$ cat config.mk
export PLATFORM = sky130hd
export DESIGN_NAME = husky_top
export DESIGN_NICKNAME = d
export VERILOG_FILES = /design/src/husky_pkg.sv /design/src/capture_fifo.sv /design/src/husky_top.sv /design/src/status_regs.sv /design/src/target_pin_ctrl.sv /design/src/usb_reg_bus.sv
export SDC_FILE = /design/constraint.sdc
export NUM_CORES = 1
export LEC_CHECK = 0
export BUFFER_PORTS_ARGS = -buffer_cell sky130_fd_sc_hd__buf_2
export CORE_ASPECT_RATIO = 1.75
export CORE_MARGIN = 2
export CORE_UTILIZATION = 66
export CTS_BUF_LIST = sky130_fd_sc_hd__clkbuf_8
export DETAILED_ROUTE_END_ITERATION = 6
export GPL_TIMING_DRIVEN = 0
export PLACE_DENSITY = 0.87
export RECOVER_POWER = 50
export SLEW_MARGIN = 40
export SYNTH_ARGS = -nofsm -noshare
export SYNTH_HDL_FRONTEND = slang
export SYNTH_SLANG_ARGS = --single-unit
$ cat constraint.sdc
create_clock -name clk_usb_buf -period 9.3 [get_ports clk_usb_buf]
set_clock_uncertainty 0.1 [all_clocks]
set_input_delay 2.325 -clock clk_usb_buf [delete_from_list [all_inputs] [get_ports clk_usb_buf]]
set_output_delay 2.325 -clock clk_usb_buf [all_outputs]
set_load 0.05 [all_outputs]
$ cat src/husky_pkg.sv
package husky_pkg;

   localparam int BYTE_W = 8;               // register data width
   localparam int ADDR_W = 8;               // register address width

   // one decoded access on the internal register bus
   typedef struct packed {
      logic [ADDR_W-1:0] addr;
      logic [BYTE_W-1:0] wdata;
      logic              rd;                // one-cycle read pulse
      logic              wr;                // one-cycle write pulse
   } reg_bus_t;

   localparam int NUM_RD_SRC = 3;           // target, status, fifo

   typedef logic [NUM_RD_SRC-1:0][BYTE_W-1:0] rdata_vec_t;

   // register map
   localparam logic [ADDR_W-1:0] TARGET_CTRL_ADDR = 8'h10;
   localparam logic [ADDR_W-1:0] STATUS_ADDR      = 8'h11;
   localparam logic [ADDR_W-1:0] FIFO_CTRL_ADDR   = 8'h12;
   localparam logic [ADDR_W-1:0] FIFO_STATUS_ADDR = 8'h13;
   localparam logic [ADDR_W-1:0] FIFO_DATA_ADDR   = 8'h14;

   // target pin drive, split value and enable
   typedef struct packed {
      logic nrst_val;
      logic nrst_oe;
      logic pdid_val;
      logic pdid_oe;
      logic mosi_val;
      logic mosi_oe;
      logic sck_val;
      logic sck_oe;
   } target_pins_t;

   // sample stream from a capture source
   typedef struct packed {
      logic              wr;
      logic [BYTE_W-1:0] data;
   } sample_src_t;

   // error flag positions in STATUS
   localparam int ERR_OVERFLOW_BIT  = 0;
   localparam int ERR_UNDERFLOW_BIT = 1;

endpackage

$ cat src/capture_fifo.sv
`timescale 1ns/1ps

module capture_fifo #(
   parameter int pFIFO_DEPTH = 16
) (
   input  logic                         clk_usb_buf,
   input  logic                         rst_n_i,
   input  husky_pkg::reg_bus_t          bus_i,
   input  husky_pkg::sample_src_t       trace_src_i,
   input  husky_pkg::sample_src_t       la_src_i,
   output logic [husky_pkg::BYTE_W-1:0] rdata_o,
   output logic                         fifo_empty_o,
   output logic                         overflow_o,
   output logic                         underflow_o
);
   import husky_pkg::*;

   localparam int PTR_W = $clog2(pFIFO_DEPTH);

   logic [BYTE_W-1:0] mem [pFIFO_DEPTH];
   logic [PTR_W:0]    wptr_q;          // extra bit tells full from empty
   logic [PTR_W:0]    rptr_q;
   logic [PTR_W:0]    count;
   logic              src_sel_q;       // 0 trace, 1 LA
   sample_src_t       src;
   logic              full;
   logic              empty;
   logic              push;
   logic              pop;
   logic              flush;
   logic [BYTE_W-1:0] head;

   assign src   = src_sel_q ? la_src_i : trace_src_i;
   assign count = wptr_q - rptr_q;
   assign empty = (count == '0);
   assign full  = (count == pFIFO_DEPTH[PTR_W:0]);
   assign flush = bus_i.wr && bus_i.addr == FIFO_CTRL_ADDR && bus_i.wdata[1];
   assign push  = src.wr && !full;
   assign pop   = bus_i.rd && bus_i.addr == FIFO_DATA_ADDR && !empty;

   always_ff @(posedge clk_usb_buf or negedge rst_n_i) begin
      if (!rst_n_i) begin
         wptr_q    <= '0;
         rptr_q    <= '0;
         src_sel_q <= 1'b0;
      end else begin
         if (bus_i.wr && bus_i.addr == FIFO_CTRL_ADDR)
            src_sel_q <= bus_i.wdata[0];
         if (flush) begin
            wptr_q <= '0;
            rptr_q <= '0;
         end else begin
            if (push)
               wptr_q <= wptr_q + 1'b1;
            if (pop)
               rptr_q <= rptr_q + 1'b1;
         end
      end
   end

   always_ff @(posedge clk_usb_buf) begin
      if (push)
         mem[wptr_q[PTR_W-1:0]] <= src.data;
   end

   assign head = empty ? '0 : mem[rptr_q[PTR_W-1:0]];   // empty read gives 0

   assign overflow_o   = src.wr && full;            // sample dropped
   assign underflow_o  = bus_i.rd && bus_i.addr == FIFO_DATA_ADDR && empty;
   assign fifo_empty_o = empty;

   always_comb begin
      case (bus_i.addr)
         FIFO_CTRL_ADDR:   rdata_o = {7'b0000000, src_sel_q};  // flush bit reads 0
         FIFO_STATUS_ADDR: rdata_o = {empty, full, 6'(count)};
         FIFO_DATA_ADDR:   rdata_o = head;
         default:          rdata_o = '0;
      endcase
   end

endmodule

$ cat src/husky_top.sv
`timescale 1ns/1ps

module husky_top #(
   parameter int pFIFO_DEPTH = 16,
   parameter int pFLASH_BITS = 4
) (
   input  logic                         clk_usb_buf,
   input  logic                         rst_n_i,
   input  logic [husky_pkg::ADDR_W-1:0] usb_addr_i,
   input  logic [husky_pkg::BYTE_W-1:0] usb_data_i,
   input  logic                         usb_rd_n_i,
   input  logic                         usb_wr_n_i,
   input  logic                         usb_ce_n_i,
   input  logic                         usb_ale_n_i,
   output logic [husky_pkg::BYTE_W-1:0] usb_data_o,
   output logic                         usb_data_oe_o,
   input  logic                         pll_status_i,
   output logic                         led_adc_o,
   output logic                         led_fifo_o,
   input  logic                         sam_mosi_i,
   input  logic                         sam_spck_i,
   input  logic                         avr_nrst_i,
   input  logic                         target_miso_i,
   output husky_pkg::target_pins_t      pins_o,
   output logic                         target_power_on_o,
   output logic                         sam_miso_o,
   output logic                         sam_miso_oe_o,
   input  husky_pkg::sample_src_t       trace_src_i,
   input  husky_pkg::sample_src_t       la_src_i
);
   import husky_pkg::*;

   reg_bus_t   bus;
   rdata_vec_t src_rdata;           // [0] target, [1] status, [2] fifo
   logic       overflow;
   logic       underflow;
   logic       fifo_empty;

   usb_reg_bus usb_reg_bus_inst (
      .clk_usb_buf   (clk_usb_buf),
      .rst_n_i       (rst_n_i),
      .usb_addr_i    (usb_addr_i),
      .usb_data_i    (usb_data_i),
      .usb_rd_n_i    (usb_rd_n_i),
      .usb_wr_n_i    (usb_wr_n_i),
      .usb_ce_n_i    (usb_ce_n_i),
      .usb_ale_n_i   (usb_ale_n_i),
      .src_rdata_i   (src_rdata),
      .usb_data_o    (usb_data_o),
      .usb_data_oe_o (usb_data_oe_o),
      .bus_o         (bus)
   );

   target_pin_ctrl target_pin_ctrl_inst (
      .clk_usb_buf       (clk_usb_buf),
      .rst_n_i           (rst_n_i),
      .bus_i             (bus),
      .sam_mosi_i        (sam_mosi_i),
      .sam_spck_i        (sam_spck_i),
      .avr_nrst_i        (avr_nrst_i),
      .target_miso_i     (target_miso_i),
      .rdata_o           (src_rdata[0]),
      .pins_o            (pins_o),
      .target_power_on_o (target_power_on_o),
      .sam_miso_o        (sam_miso_o),
      .sam_miso_oe_o     (sam_miso_oe_o)
   );

   status_regs #(
      .pFLASH_BITS (pFLASH_BITS)
   ) status_regs_inst (
      .clk_usb_buf  (clk_usb_buf),
      .rst_n_i      (rst_n_i),
      .bus_i        (bus),
      .overflow_i   (overflow),
      .underflow_i  (underflow),
      .fifo_empty_i (fifo_empty),
      .pll_status_i (pll_status_i),
      .rdata_o      (src_rdata[1]),
      .led_adc_o    (led_adc_o),
      .led_fifo_o   (led_fifo_o)
   );

   capture_fifo #(
      .pFIFO_DEPTH (pFIFO_DEPTH)
   ) capture_fifo_inst (
      .clk_usb_buf  (clk_usb_buf),
      .rst_n_i      (rst_n_i),
      .bus_i        (bus),
      .trace_src_i  (trace_src_i),
      .la_src_i     (la_src_i),
      .rdata_o      (src_rdata[2]),
      .fifo_empty_o (fifo_empty),
      .overflow_o   (overflow),
      .underflow_o  (underflow)
   );

endmodule

$ cat src/status_regs.sv
`timescale 1ns/1ps

module status_regs #(
   parameter int pFLASH_BITS = 4
) (
   input  logic                         clk_usb_buf,
   input  logic                         rst_n_i,
   input  husky_pkg::reg_bus_t          bus_i,
   input  logic                         overflow_i,
   input  logic                         underflow_i,
   input  logic                         fifo_empty_i,
   input  logic                         pll_status_i,
   output logic [husky_pkg::BYTE_W-1:0] rdata_o,
   output logic                         led_adc_o,
   output logic                         led_fifo_o
);
   import husky_pkg::*;

   logic [1:0]             err_q;      // sticky error flags
   logic [1:0]             err_set;
   logic [1:0]             err_clr;
   logic [pFLASH_BITS-1:0] flash_cnt;
   logic                   err_any;
   logic                   flash;

   always_comb begin
      err_set = '0;
      err_set[ERR_OVERFLOW_BIT]  = overflow_i;
      err_set[ERR_UNDERFLOW_BIT] = underflow_i;
      err_clr = (bus_i.wr && bus_i.addr == STATUS_ADDR) ? bus_i.wdata[1:0] : 2'b00;
   end

   always_ff @(posedge clk_usb_buf or negedge rst_n_i) begin
      if (!rst_n_i) begin
         err_q     <= '0;
         flash_cnt <= '0;
      end else begin
         err_q     <= (err_q & ~err_clr) | err_set;   // a new error wins over clear
         flash_cnt <= flash_cnt + 1'b1;
      end
   end

   assign err_any = |err_q;
   assign flash   = flash_cnt[pFLASH_BITS-1];

   // fast flash on both LEDs while any error is latched
   assign led_adc_o  = err_any ? flash : ~pll_status_i;
   assign led_fifo_o = err_any ? flash : ~fifo_empty_i;

   assign rdata_o = (bus_i.addr == STATUS_ADDR) ?
                    {4'b0000, pll_status_i, fifo_empty_i, err_q} : '0;

endmodule

$ cat src/target_pin_ctrl.sv
`timescale 1ns/1ps

module target_pin_ctrl (
   input  logic                         clk_usb_buf,
   input  logic                         rst_n_i,
   input  husky_pkg::reg_bus_t          bus_i,
   input  logic                         sam_mosi_i,
   input  logic                         sam_spck_i,
   input  logic                         avr_nrst_i,
   input  logic                         target_miso_i,
   output logic [husky_pkg::BYTE_W-1:0] rdata_o,
   output husky_pkg::target_pins_t      pins_o,
   output logic                         target_power_on_o,
   output logic                         sam_miso_o,
   output logic                         sam_miso_oe_o
);
   import husky_pkg::*;

   localparam int POWER_OFF_BIT = 0;
   localparam int AVRPROG_BIT   = 1;
   localparam int NRST_OE_BIT   = 2;
   localparam int NRST_VAL_BIT  = 3;
   localparam int PDID_OE_BIT   = 4;
   localparam int PDID_VAL_BIT  = 5;

   logic [5:0] ctrl_q;

   always_ff @(posedge clk_usb_buf or negedge rst_n_i) begin
      if (!rst_n_i)
         ctrl_q <= 6'b000001;                       // target starts unpowered
      else if (bus_i.wr && bus_i.addr == TARGET_CTRL_ADDR)
         ctrl_q <= bus_i.wdata[5:0];
   end

   assign target_power_on_o = ~ctrl_q[POWER_OFF_BIT];

   // high-Z on everything while the target is unpowered
   always_comb begin
      pins_o        = '0;
      sam_miso_o    = 1'b0;
      sam_miso_oe_o = 1'b0;
      if (!ctrl_q[POWER_OFF_BIT]) begin
         if (ctrl_q[AVRPROG_BIT]) begin
            pins_o.nrst_oe  = 1'b1;                 // SAM drives the ISP lines
            pins_o.nrst_val = avr_nrst_i;
            pins_o.mosi_oe  = 1'b1;
            pins_o.mosi_val = sam_mosi_i;
            pins_o.sck_oe   = 1'b1;
            pins_o.sck_val  = sam_spck_i;
            sam_miso_o      = target_miso_i;
            sam_miso_oe_o   = 1'b1;
         end else begin
            pins_o.nrst_oe  = ctrl_q[NRST_OE_BIT];
            pins_o.nrst_val = ctrl_q[NRST_VAL_BIT];
            pins_o.pdid_oe  = ctrl_q[PDID_OE_BIT];
            pins_o.pdid_val = ctrl_q[PDID_VAL_BIT];
         end
      end
   end

   assign rdata_o = (bus_i.addr == TARGET_CTRL_ADDR) ? {2'b00, ctrl_q} : '0;

endmodule

$ cat src/usb_reg_bus.sv
`timescale 1ns/1ps

module usb_reg_bus (
   input  logic                         clk_usb_buf,
   input  logic                         rst_n_i,
   input  logic [husky_pkg::ADDR_W-1:0] usb_addr_i,
   input  logic [husky_pkg::BYTE_W-1:0] usb_data_i,
   input  logic                         usb_rd_n_i,
   input  logic                         usb_wr_n_i,
   input  logic                         usb_ce_n_i,
   input  logic                         usb_ale_n_i,
   input  husky_pkg::rdata_vec_t        src_rdata_i,
   output logic [husky_pkg::BYTE_W-1:0] usb_data_o,
   output logic                         usb_data_oe_o,
   output husky_pkg::reg_bus_t          bus_o
);
   import husky_pkg::*;

   logic [ADDR_W-1:0] addr_s;       // sampled USB address
   logic [BYTE_W-1:0] data_s;       // sampled USB data
   logic              rd_n_s;
   logic              wr_n_s;
   logic              ce_n_s;
   logic              ale_n_s;
   logic              wr_act;
   logic              rd_act;
   logic              wr_act_q;     // previous sampled write state
   logic              rd_act_q;
   logic [ADDR_W-1:0] addr_q;
   logic [BYTE_W-1:0] wdata_q;
   logic              wr_q;
   logic              rd_q;
   logic [BYTE_W-1:0] rdata_or;
   logic [BYTE_W-1:0] rdata_q;      // merged read data, one cycle behind

   // one input register stage for everything from the USB controller
   always_ff @(posedge clk_usb_buf or negedge rst_n_i) begin
      if (!rst_n_i) begin
         rd_n_s  <= 1'b1;
         wr_n_s  <= 1'b1;
         ce_n_s  <= 1'b1;
         ale_n_s <= 1'b1;
      end else begin
         rd_n_s  <= usb_rd_n_i;
         wr_n_s  <= usb_wr_n_i;
         ce_n_s  <= usb_ce_n_i;
         ale_n_s <= usb_ale_n_i;
      end
   end

   always_ff @(posedge clk_usb_buf) begin
      addr_s <= usb_addr_i;
      data_s <= usb_data_i;
   end

   assign wr_act = ~ce_n_s & ~wr_n_s;
   assign rd_act = ~ce_n_s & ~rd_n_s;

   // falling-edge detect, pulses come one cycle after first low sample
   always_ff @(posedge clk_usb_buf or negedge rst_n_i) begin
      if (!rst_n_i) begin
         wr_act_q <= 1'b0;
         rd_act_q <= 1'b0;
         wr_q     <= 1'b0;
         rd_q     <= 1'b0;
      end else begin
         wr_act_q <= wr_act;
         rd_act_q <= rd_act;
         wr_q     <= wr_act & ~wr_act_q;
         rd_q     <= rd_act & ~rd_act_q;
      end
   end

   always_ff @(posedge clk_usb_buf) begin
      if (!ale_n_s)
         addr_q <= addr_s;          // address phase
      if (wr_act && !wr_act_q)
         wdata_q <= data_s;
   end

   // every block returns zero unless addressed
   always_comb begin
      rdata_or = '0;
      for (int i = 0; i < NUM_RD_SRC; i++)
         rdata_or = rdata_or | src_rdata_i[i];
   end

   always_ff @(posedge clk_usb_buf) begin
      rdata_q <= rdata_or;
      if (rd_q)
         usb_data_o <= rdata_q;     // held for the rest of the strobe
   end

   assign usb_data_oe_o = rd_act;

   assign bus_o.addr  = addr_q;
   assign bus_o.wdata = wdata_q;
   assign bus_o.rd    = rd_q;
   assign bus_o.wr    = wr_q;

endmodule

# [Yosys cells after proc, flatten, opt, wreduce, memory -nomap -nowiden]
# Memories as Yosys holds them, arrays and structs flattened.
# Cells that the tools add are included.
# W data, S select, Z words.
[word_totals] register_bits=75 latchBits=0 ramBits=128 rom_bits=0 inputBits=45 elab_cells=87 memories=1
[classes] addsub=4 n_mul=0 n_div=0 n_lt_le_gt_ge=0 n_eq_ne=6 n_shift=0 muxes=22 bitwise=17 reduce_logical=17
[mem_list] name="capture_fifo_inst.mem" depth=16 word_bits=8 read_ports=1 rd_clocked_by_memory_dff=0 write_ports=1 line_no="capture_fifo.sv:20" rtl="logic [BYTE_W-1:0] mem [pFIFO_DEPTH];"
[op_table] cell="$eq A8 B5 Y1 const B" n=5
[op_table] cell="$pmux W8 S3" n=1
[op_table] cell="$mux W5" n=4
[op_table] cell="$mux W8" n=2
[op_table] cell="$or A8 B8 Y8" n=2
[op_table] cell="$add A5 B1 Y5 const B" n=2
[op_table] cell="$logic_and A1 B1 Y1" n=10
[op_table] cell="$mux W9" n=1
[op_table] cell="$mux W1" n=8
[op_table] cell="$mux W4" n=2
[op_table] cell="$not A1 Y1" n=8
[op_table] cell="$mux W2" n=3
[op_table] cell="$mux W6" n=1
[op_table] cell="$eq A5 B5 Y1 const B" n=1
[op_table] cell="$logic_not A5 Y1" n=1
[op_table] cell="$sub A5 B5 Y5" n=1
[op_table] cell="$add A4 B1 Y4 const B" n=1
[op_table] cell="$and A1 B1 Y1" n=4
[op_table] cell="$reduce_bool A2 Y1" n=2
[op_table] cell="$logic_not A1 Y1" n=3
[op_table] cell="$and A2 B2 Y2" n=1
[op_table] cell="$not A2 Y2" n=1
[op_table] cell="$or A2 B2 Y2" n=1
[op_table] cell="$reduce_or A2 Y1" n=1

# [Logic depth before layout (Yosys ltp)]
# Gate-level depths: netlist (run 1).
[depth] ltp_word=6 depth_mapped=11

# [By module]
# A second synthesis (run 1) with hierarchy kept.
[hier_totals] hier_cells=512 area_unflattened_um2=8270.4
[modules_own_cells] mod="capture_fifo" n_inst=1 cells_each=366 area_each_um2=6017.0 seq_area_each_um2=4119.0
[modules_own_cells] mod="usb_reg_bus" n_inst=1 cells_each=71 area_each_um2=1492.7 seq_area_each_um2=1406.3
[modules_own_cells] mod="target_pin_ctrl" n_inst=1 cells_each=39 area_each_um2=415.4 seq_area_each_um2=151.4
[modules_own_cells] mod="status_regs" n_inst=1 cells_each=36 area_each_um2=345.3 seq_area_each_um2=150.1

# [Worst setup path before layout (run 1)]
# No wires, ideal clock.
[synth_path] path_kind="input to output" start="input pll_status_i" end="output led_adc_o" arrival_time_ps=3074 required_time_ps=6875 setup_slack_ps=3801 cell_stages=1 cell_sequence="a21oi_1"
[synth_via] elab_chain_cells=2
[synth_rtl] item="from (decl)" line_no="husky_top.sv:17" rtl="input logic pll_status_i,"
[synth_rtl] item="$not A1 Y1" line_no="status_regs.sv:47" rtl="assign led_adc_o = err_any ? flash : ~pll_status_i;"
[synth_rtl] item="$mux W1" line_no="status_regs.sv:47"
[synth_rtl] item="to (decl)" line_no="husky_top.sv:18" rtl="output logic led_adc_o,"
# No other way between the ends.

# [Final worst setup path (run 1)]
[layout_path] start="register capture_fifo_inst.rptr_q[1]" end="output led_fifo_o"
[layout_via] elab_chain_cells=4
[layout_rtl] item="from (decl)" line_no="capture_fifo.sv:22" rtl="logic [PTR_W:0] rptr_q;"
[layout_rtl] item="from (signal assigned)" line_no="capture_fifo.sv:56" rtl="rptr_q <= rptr_q + 1'b1;"
[layout_rtl] item="$sub A5 B5 Y5" line_no="capture_fifo.sv:34" rtl="assign count = wptr_q - rptr_q;"
[layout_rtl] item="$logic_not A5 Y1" line_no="capture_fifo.sv:35" rtl="assign empty = (count == '0);"
[layout_rtl] item="$not A1 Y1" line_no="status_regs.sv:48" rtl="assign led_fifo_o = err_any ? flash : ~fifo_empty_i;"
[layout_rtl] item="$mux W1" line_no="status_regs.sv:48"
[layout_rtl] item="to (decl)" line_no="husky_top.sv:19" rtl="output logic led_fifo_o,"
# No other way between the ends.

==> impl_metrics.ini, run 1 <==
[timing]
max_slew_margin_pct = -12.91
finalHoldViolCount = 0
fin_setup_tns_ps = 0
worst_pin_slew_ps = 1694
min_period_ps = 6003
layout_setup_ws_ps = 3297
max_clock_freq_ghz = 0.1666
setup_viol = 0
rsz0062_at_grt = no
slew_violations = 32
timing.final.crit_share_pct = 64.55

[synth]
synthArstFlopShare_pct = 15.27
yosysSeqAreaShare_pct = 71.47
yosysTopAreaCellShare_pct = 56.21
yosysTopAreaCell = edfxtp_1
synth_commonest_cells = edfxtp_1 (150), nand2_1 (50), mux4_2 (32), dfrtp_1 (26), nor2_1 (26)
netlist-cell-type-count = 48
syn_area_sq_um = 8013
synth_edf_count = 150
synth_ff_type = edfxtp_1
yosysWarnings = 0
ys_seq_elements = 203
postSynthAreaPerCell_sq_um = 16.22
synth_area_leaders = edfxtp_1 (56%), mux4_2 (9.0%), dfrtp_1 (8.1%)
yosysMostFrequentCell = edfxtp_1
synth_cells = 494
synth_nets = 550

[pwr]
p_total_mw = 2.037
power.density_nw_per_um2 = 223.6
power.leakage_nw = 3.409
irDropWorstVdd_mv = 0.1693

[drt]
drtAntennaViolNets = 0
first_iter_violations = 451
wirelength_um = 16720
maxUsedRoutingLayer = met4
dr_wl_met2_um = 9164
vias_per_cell = 6.149
drt_pre_antenna_iters = 5
remaining_drc_errors = 0
vias = 4630
wl_met1_um = 5872
wl_per_cell_um = 22.21
wl_met3_um = 804

[finish]
antenna_cells = 0
area.growth.synth_to_final_pct = 13.71
fill_cells = 682
fin_nets = 651
utilization_pct = 76.33
drive_above_1_share_pct = 28.57

[clock_network]
clk-insertion-delay-late_ps = 530
numCtsBuffers = 27
cts_tree = built
post_cts_buffers = 0
cts_resized = 0
cts_root_buffer = clkbuf_8
cts_buffer_depth = 3
htree_levels = 1
clk_pin_slew_ps = 70
clock_sinks = 203
cts-hold-fix-buffers = 0

[placed_design]
portBuffers = 64
dp_hpwl_um = 11830
gp_congestion = 0.9550
post-place-ws_ps = 3879

[global_routing]
grt_antenna_before_repair = 0
grt_pass1_vias = 4779
grt_start_max_net_pins = 32
grt_pass1_wl_um = 25230
grt_usage_pct = 26.47
grt-ovfl-total = 0

[floorplan]
die-area_sq_um = 13070
dieWidth_um = 87.29
row_count = 53
core-area_sq_um = 11940
start_util_pct = 67.13
ioPinCount = 67
die-height_um = 149.8

[setup_path]
cp_data_arrival_time_ps = 3580
startpoint_type = flip-flop
end_kind = output port
critical_path_required_ps = 6880
cp_max_fo = 10
path_class = flip-flop to output port

[outcome]
violations = max-capacitance violations, max-slew violations
outcome = complete, but fails checks

[flow_run]
maxCapViolCount = 1

[min_path]
hold_class = flip-flop to flip-flop
## per-stage QoR
step	cell area, sq um	hold slack, ps	instances
final	9111	303.3	753
after global routing	9111	303.3	753
after floorplan	8013	277.6	494
after global placement	8504	287.0	695
after CTS	9112	302.2	753
after detailed placement	8584	290.6	703
## path summary, 6_finish.rpt
check	startpoint	cells after the start	slack (ps)	end
setup reg to reg	capture_fifo_inst.rptr_q[1]	11	5040	capture_fifo_inst.mem[12][2]
hold reg to reg	usb_reg_bus_inst.data_s[5]	0	300	usb_reg_bus_inst.wdata_q[5]
setup / recovery	capture_fifo_inst.rptr_q[1]	10	3300	led_fifo_o
min in group asynchronous	rst_n_i	1	2130	target_pin_ctrl_inst.ctrl_q[1]
max in group asynchronous	rst_n_i	1	5980	status_regs_inst.flash_cnt[1]
hold / removal	usb_reg_bus_inst.data_s[5]	0	300	usb_reg_bus_inst.wdata_q[5]
## power by group
part / internal (mW) / switching [mW] / total, mW
registers: 1.05 / 0.0320 / 1.09
logic: 0.110 / 0.206 / 0.316
clock network: 0.322 / 0.314 / 0.636
total: 1.49 / 0.552 / 2.04
## critical path: stages, from the launching register on
cell and delay, ps:
dfrtp_1 400, clkbuf_1 390, buf_1 560, inv_1 110, ha_1 320, nand3b_1 80
nand2_1 130, mux2i_2 420, nor2_1 200, a21oi_1 160, buf_2 270
## cell type report
cell class / count / area, sq um / share of cell area, %
plain buffers: 24 / 106.4 / 1.167
repair buffers: 72 / 359.1 / 3.941
multi-input cells: 255 / 2175 / 23.87
inverters: 12 / 45.04 / 0.4944
clock buffers: 33 / 454.2 / 4.985
well taps: 137 / 171.4 / 1.881
flip-flops and latches: 203 / 5727 / 62.85
clock inverters: 17 / 73.82 / 0.8102
## routing by layer
layer / vias up / GRT usage, %
met4: 0 / 14.00
met1: 2275 / 29.43
met3: 56 / 3.696
met5: - / 0
li1: 2073 / -
met2: 226 / 47.88
## registers in the layout (all words and copies together) (netlist names), 2 cells and up
name / count
usb_reg_bus_inst.addr_q: 8
status_regs_inst.flash_cnt: 4
capture_fifo_inst.rptr_q: 5
usb_reg_bus_inst.addr_s: 8
target_pin_ctrl_inst.ctrl_q: 6
capture_fifo_inst.mem: 128
status_regs_inst.err_q: 2
usb_reg_bus_inst.rdata_q: 8
capture_fifo_inst.wptr_q: 5
usb_reg_bus_inst.wdata_q: 6
usb_reg_bus_inst.usb_data_o: 8
usb_reg_bus_inst.data_s: 6
## logic make-up after synthesis
logic type	share of synthesized area, %
DFF	71.47
and+or+nand+nor	8.214
xor gates and xnor gates	1.093
muxes	12.01
AOI/OAI and AO/OA	3.514
adders and majority gates	1.811
buffers and inverters	1.889
## layout by cell type, fill, tap and decap left out, types with 7 or more instances in the layout
cell type	netlist	routed
mux4_2	32	32
inv_1	11	21
edfxtp_1	150	150
dfrtp_1	26	26
clkbuf_1	13	14
nand3_1	15	15
nor2_1	26	25
mux2_1	0	7
clkbuf_8	0	33
ha_1	10	10
dfxtp_1	22	22
buf_2	7	78
a21oi_1	23	23
mux2_2	14	7
nand2_1	50	50
mux2i_1	7	7
o21ai_0	11	11
Power figures use the tool's default switching activity.
==> run 2: changes to the inputs <==
- CORE_UTILIZATION: 66 -> 62
- PLACE_DENSITY: 0.87 -> 0.82
- clock period: 9.3 -> 5.8 ns (I/O delays scaled with it)
==> run 2 against run 1 <==
  * The run still ends with max-capacitance violations, max-slew violations left
  * Critical path depth stayed put
  * Register-to-register slack got worse by 3500 ps
  * Total power rose by 62%
  * Utilization shrank 4.6 points
  * Sequential share of layout area shrank 0.48 points
  * Clock power is 65% higher
  * Global-route usage fell by 0.96 points
  * Cell area up 0.77%
  * Critical path type unchanged
  * Largest cell class unchanged
  * Highest routed layer unchanged
==> impl_metrics.ini, run 2 (same netlist as run 1, synthesis figures left out) <==
[global_routing]
grt_usage_pct = 25.51
grt_antenna_before_repair = 0
grt_pass1_wl_um = 26450
grt_start_max_net_pins = 32
grt-ovfl-total = 0
grt_pass1_vias = 4900

[outcome]
violations = max-capacitance violations, max-slew violations
outcome = complete, but fails checks

[drt]
vias = 4649
wl_per_cell_um = 21.76
vias_per_cell = 5.922
wirelength_um = 17080
drtAntennaViolNets = 0
remaining_drc_errors = 0
first_iter_violations = 392
drt_pre_antenna_iters = 6

[finish]
layout_commonest_cell = edfxtp_1
fill_cells = 826
drive_above_1_share_pct = 28.50
fin_nets = 649
final_area_sq_um = 9181
final_cells = 785
final_cell_mix = edfxtp_1 (150), buf_2 (75), nand2_1 (50), mux4_2 (32), clkbuf_8 (32)
largest_register_ffs = 128
antenna_cells = 0
area.growth.synth_to_final_pct = 14.58

[timing]
worst_pin_slew_ps = 1736
fin_setup_tns_ps = 0
slew_violations = 32
rsz0062_at_grt = no
min_period_ps = 5183
layout_setup_ws_ps = 617.4
finalHoldViolCount = 0
max_clock_freq_ghz = 0.1930
max_slew_margin_pct = -15.74
setup_viol = 0
timing.final.crit_share_pct = 89.35

[pwr]
irDropWorstVdd_mv = 0.2065
power.internal_mw = 2.415
p_sw_mw = 0.8902
swShare_pct = 26.93
power_frac_clock_pct = 31.9
p_total_mw = 3.305
power.leakage_nw = 3.409
p_seq_share_pct = 52.6
power.density_nw_per_um2 = 360.0
comb_power_share_pct = 15.5

[placed_design]
place_inst = 735
dpl_cell_area_sq_um = 8617
post-place-ws_ps = 1224
dp_hpwl_um = 11770
portBuffers = 64
gp_congestion = 0.9491

[setup_path]
end_kind = output port
startpoint_type = flip-flop
cp_slowest_stage_delay_ps = 600
cp_cell_sequence = clkbuf_1 -> buf_1 -> inv_1 -> ha_1 -> nand3b_1 -> nand2_1 -> mux2i_2 -> nor2_1 -> a21oi_1 -> buf_2
path_class = flip-flop to output port
cp_max_fo = 10
critical_path_required_ps = 4250
cp_data_arrival_time_ps = 3630
worst_path_max_delay_cell = buf_1

[clock_network]
htree_levels = 1
cts_tree = built
cts-hold-fix-buffers = 0
numCtsBuffers = 27
cts_root_buffer = clkbuf_8
cts_resized = 0
clk_pin_slew_ps = 70
post_cts_buffers = 0
clk-insertion-delay-late_ps = 540
cts_buffer_depth = 3
clock_sinks = 203

[floorplan]
start_util_pct = 62.60
dieWidth_um = 89.94
die-area_sq_um = 13880
row_count = 55
core-area_sq_um = 12800
ioPinCount = 67
die-height_um = 154.4

[flow_run]
maxCapViolCount = 1

[min_path]
hold_class = flip-flop to flip-flop
run 2: layout make-up:
| cell class | instances | area, sq um | area share [%] |
|---|---|---|---|
| sequential | 203 | 5727 | 62.37 |
| multi-input combinational | 255 | 2195 | 23.90 |
| clock buffer | 32 | 440.4 | 4.797 |
| timing repair buffer | 70 | 347.8 | 3.789 |
| tap | 171 | 214.0 | 2.330 |
| clock inverter | 18 | 106.4 | 1.158 |
| buffer | 24 | 106.4 | 1.158 |
| inverter | 12 | 45.04 | 0.4906 |
run 2: final timing paths:
check / startpoint / to / slack [ps] / depth (start not counted)
max: capture_fifo_inst.rptr_q[1] / led_fifo_o / 620 / 10
min: usb_reg_bus_inst.data_s[3] / usb_reg_bus_inst.wdata_q[3] / 310 / 0
max reg2reg: capture_fifo_inst.rptr_q[1] / capture_fifo_inst.mem[14][1] / 1530 / 11
min reg2reg: usb_reg_bus_inst.data_s[3] / usb_reg_bus_inst.wdata_q[3] / 310 / 0
max in group asynchronous: rst_n_i / status_regs_inst.flash_cnt[3] / 3330 / 1
min in group asynchronous: rst_n_i / target_pin_ctrl_inst.ctrl_q[3] / 1260 / 1
run 2: through the flow:
step	util (%)	hold WS [ps]
after floorplan	-	277.6
after global placement	66.77	285.8
after CTS	71.59	298.8
after global routing	71.73	307.0
after detailed placement	67.32	288.7
final	71.73	305.4
run 2: power by group through the flow:
stage / registers (mW) / clock network, mW / logic, mW
global placement: 1.76 / 0 / 0.458
floorplan: 1.76 / 0 / 0.340
global route: 1.75 / 1.14 / 0.554
finish: 1.74 / 1.05 / 0.512
detailed placement: 1.77 / 0 / 0.495
CTS: 1.74 / 1.06 / 0.501
run 2: worst max-delay path: cells and delay by family, from the launching register on:
family                     cells  cell delay, ps
DFF                            1             400
muxes                          1             430
and+or+nand+nor                3             390
AOI/OAI and AO/OA              1             170
adders and majority gates      1             310
buffers and inverters          4            1390
run 2: layer usage:
| layer | global-route usage (%) | share of wire (%) | up-vias |
|---|---|---|---|
| li1 | - | - | 2074 |
| met1 | 27.82 | 34 | 2306 |
| met2 | 47.98 | 57 | 216 |
| met3 | 4.140 | 5.4 | 53 |
| met4 | 12.38 | 4.2 | 0 |
| met5 | 0 | 0 | - |
==> run 3: changes to the inputs <==
- RECOVER_POWER: 50 -> unset
==> run 3 against run 2 <==
  * The run now ends clean
  * Hold slack got worse by 2.9 ps
  * Total power rose by 0.16%
  * Combinational power barely moved
  * Critical path depth did not move
  * Setup slack got worse by 27 ps
  * Largest cell class unchanged
  * Highest routed layer unchanged
==> impl_metrics.ini, run 3 (same netlist as run 1, synthesis figures left out) <==
[outcome]
outcome = finished, final reports clean

[timing]
slew_violations = 0
timing.final.crit_share_pct = 89.81
max_clock_freq_ghz = 0.1920
fin_setup_tns_ps = 0
finalHoldViolCount = 0
max_slew_margin_pct = 42.45
min_period_ps = 5209
worst_pin_slew_ps = 860.0
layout_setup_ws_ps = 590.8
rsz0062_at_grt = no
setup_viol = 0

[clock_network]
cts_root_buffer = clkbuf_8
post_cts_buffers = 0
htree_levels = 1
clk_pin_slew_ps = 70
cts_tree = built
cts_resized = 0
cts-hold-fix-buffers = 0
numCtsBuffers = 27
clock_sinks = 203
clk-insertion-delay-late_ps = 550
cts_buffer_depth = 3

[floorplan]
start_util_pct = 62.60
ioPinCount = 67
row_count = 55
core-area_sq_um = 12800
die-height_um = 154.4
dieWidth_um = 89.94
die-area_sq_um = 13880

[setup_path]
worstSetupStartpoint = capture_fifo_inst.rptr_q[1]
end_kind = output port
path_class = flip-flop to output port
cp_slowest_stage_delay_ps = 610
critPathCapture = led_fifo_o
r2r_cells = 11
cp_cell_sequence = clkbuf_1 -> buf_1 -> inv_1 -> ha_1 -> nand3b_1 -> nand2_1 -> mux2i_2 -> nor2_1 -> a21oi_1 -> buf_2
critical_path_required_ps = 4250
cp_data_arrival_time_ps = 3660
cp_max_fo = 10
rr_startpoint = capture_fifo_inst.rptr_q[1]
worst_path_max_delay_cell = buf_1
startpoint_type = flip-flop
rrSetupSlack_ps = 1510
reg2reg_to = capture_fifo_inst.mem[14][0]

[pwr]
power.density_nw_per_um2 = 360.3
irDropWorstVdd_mv = 0.2064
power.leakage_nw = 3.414
p_total_mw = 3.310

[drt]
remaining_drc_errors = 0
wirelength_um = 17150
drt_pre_antenna_iters = 6
wl_per_cell_um = 21.85
vias_per_cell = 5.904
vias = 4635
drtAntennaViolNets = 0
first_iter_violations = 404

[finish]
antenna_cells = 0
drive_above_1_share_pct = 30.46
layout_commonest_cell = edfxtp_1
area.growth.synth_to_final_pct = 14.68
fill_cells = 824
final_cell_mix = edfxtp_1 (150), buf_2 (77), nand2_1 (50), mux4_2 (32), clkbuf_8 (32)
largest_register_ffs = 128
utilization_pct = 71.79
final_cells = 785
fin_nets = 649

[placed_design]
portBuffers = 64
gp_congestion = 0.9491
dp_hpwl_um = 11770
post-place-ws_ps = 1224
place_inst = 735

[global_routing]
grt-ovfl-total = 0
grt_pass1_wl_um = 26450
grt_util_met3_pct = 4.140
use_met1_pct = 27.82
busiest_layer = met2
grt_antenna_before_repair = 0
grt_pass1_vias = 4900
met2_usage_pct = 47.98
grt_usage_pct = 25.51
grt_start_max_net_pins = 32

[min_path]
hold_class = flip-flop to flip-flop

[flow_run]
maxCapViolCount = 0
-- run 3: cell count changes in the layout (fill, tap and decap cells not counted), sizes merged --
cell    change
buf         +2
clkbuf      -2
-- run 3: critical path: cells and delay by family (launching register included) --
kind | cells | cell delay (ps)
AO/OA/AOI/OAI | 1 | 170
adder cells (fa/ha/maj) | 1 | 310
buffers and inverters | 4 | 1410
flip-flops | 1 | 400
multiplexers | 1 | 430
AND/OR/NAND/NOR | 3 | 390
-- run 3: cell type report --
| class | count | area, sq um | share of cell area [%] |
|---|---|---|---|
| plain buffers | 24 | 106.4 | 1.157 |
| well taps | 171 | 214.0 | 2.328 |
| inverters | 12 | 45.04 | 0.4902 |
| multi-input cells | 255 | 2200 | 23.94 |
| clock inverters | 18 | 106.4 | 1.157 |
| clock buffers | 32 | 440.4 | 4.793 |
| flip-flops and latches | 203 | 5727 | 62.32 |
| repair buffers | 70 | 350.3 | 3.813 |
-- run 3: worst min-delay path by stage --
stage	from	endpoint	slack (ps)	cells after the start
floorplan	usb_reg_bus_inst.rd_act_q	usb_reg_bus_inst.rd_q	280	1
global placement	usb_reg_bus_inst.rdata_q[6]	usb_reg_bus_inst.usb_data_o[6]	290	0
finish	usb_reg_bus_inst.rdata_q[3]	usb_reg_bus_inst.usb_data_o[3]	300	0
CTS	usb_reg_bus_inst.rdata_q[3]	usb_reg_bus_inst.usb_data_o[3]	300	0
detailed placement	usb_reg_bus_inst.addr_s[5]	usb_reg_bus_inst.addr_q[5]	290	0
global route	usb_reg_bus_inst.rdata_q[3]	usb_reg_bus_inst.usb_data_o[3]	310	0
-- run 3: power by group --
part | internal (mW) | switching, mW
Combinational | 0.178 | 0.336
Sequential | 1.69 | 0.0514
Clock | 0.550 | 0.507
-- run 3: metal layers --
layer	share of wire [%]	wire length, um
met2	56	9557
met3	5.3	912
met4	4.8	816
met5	0	0
met1	34	5867
-- run 3: per-stage QoR --
stage	cell area (sq um)	hold slack, ps
after floorplan	8013	277.6
after global placement	8547	285.8
after CTS	9164	298.8
after detailed placement	8617	288.7
after global routing	9189	307.0
final	9189	302.5
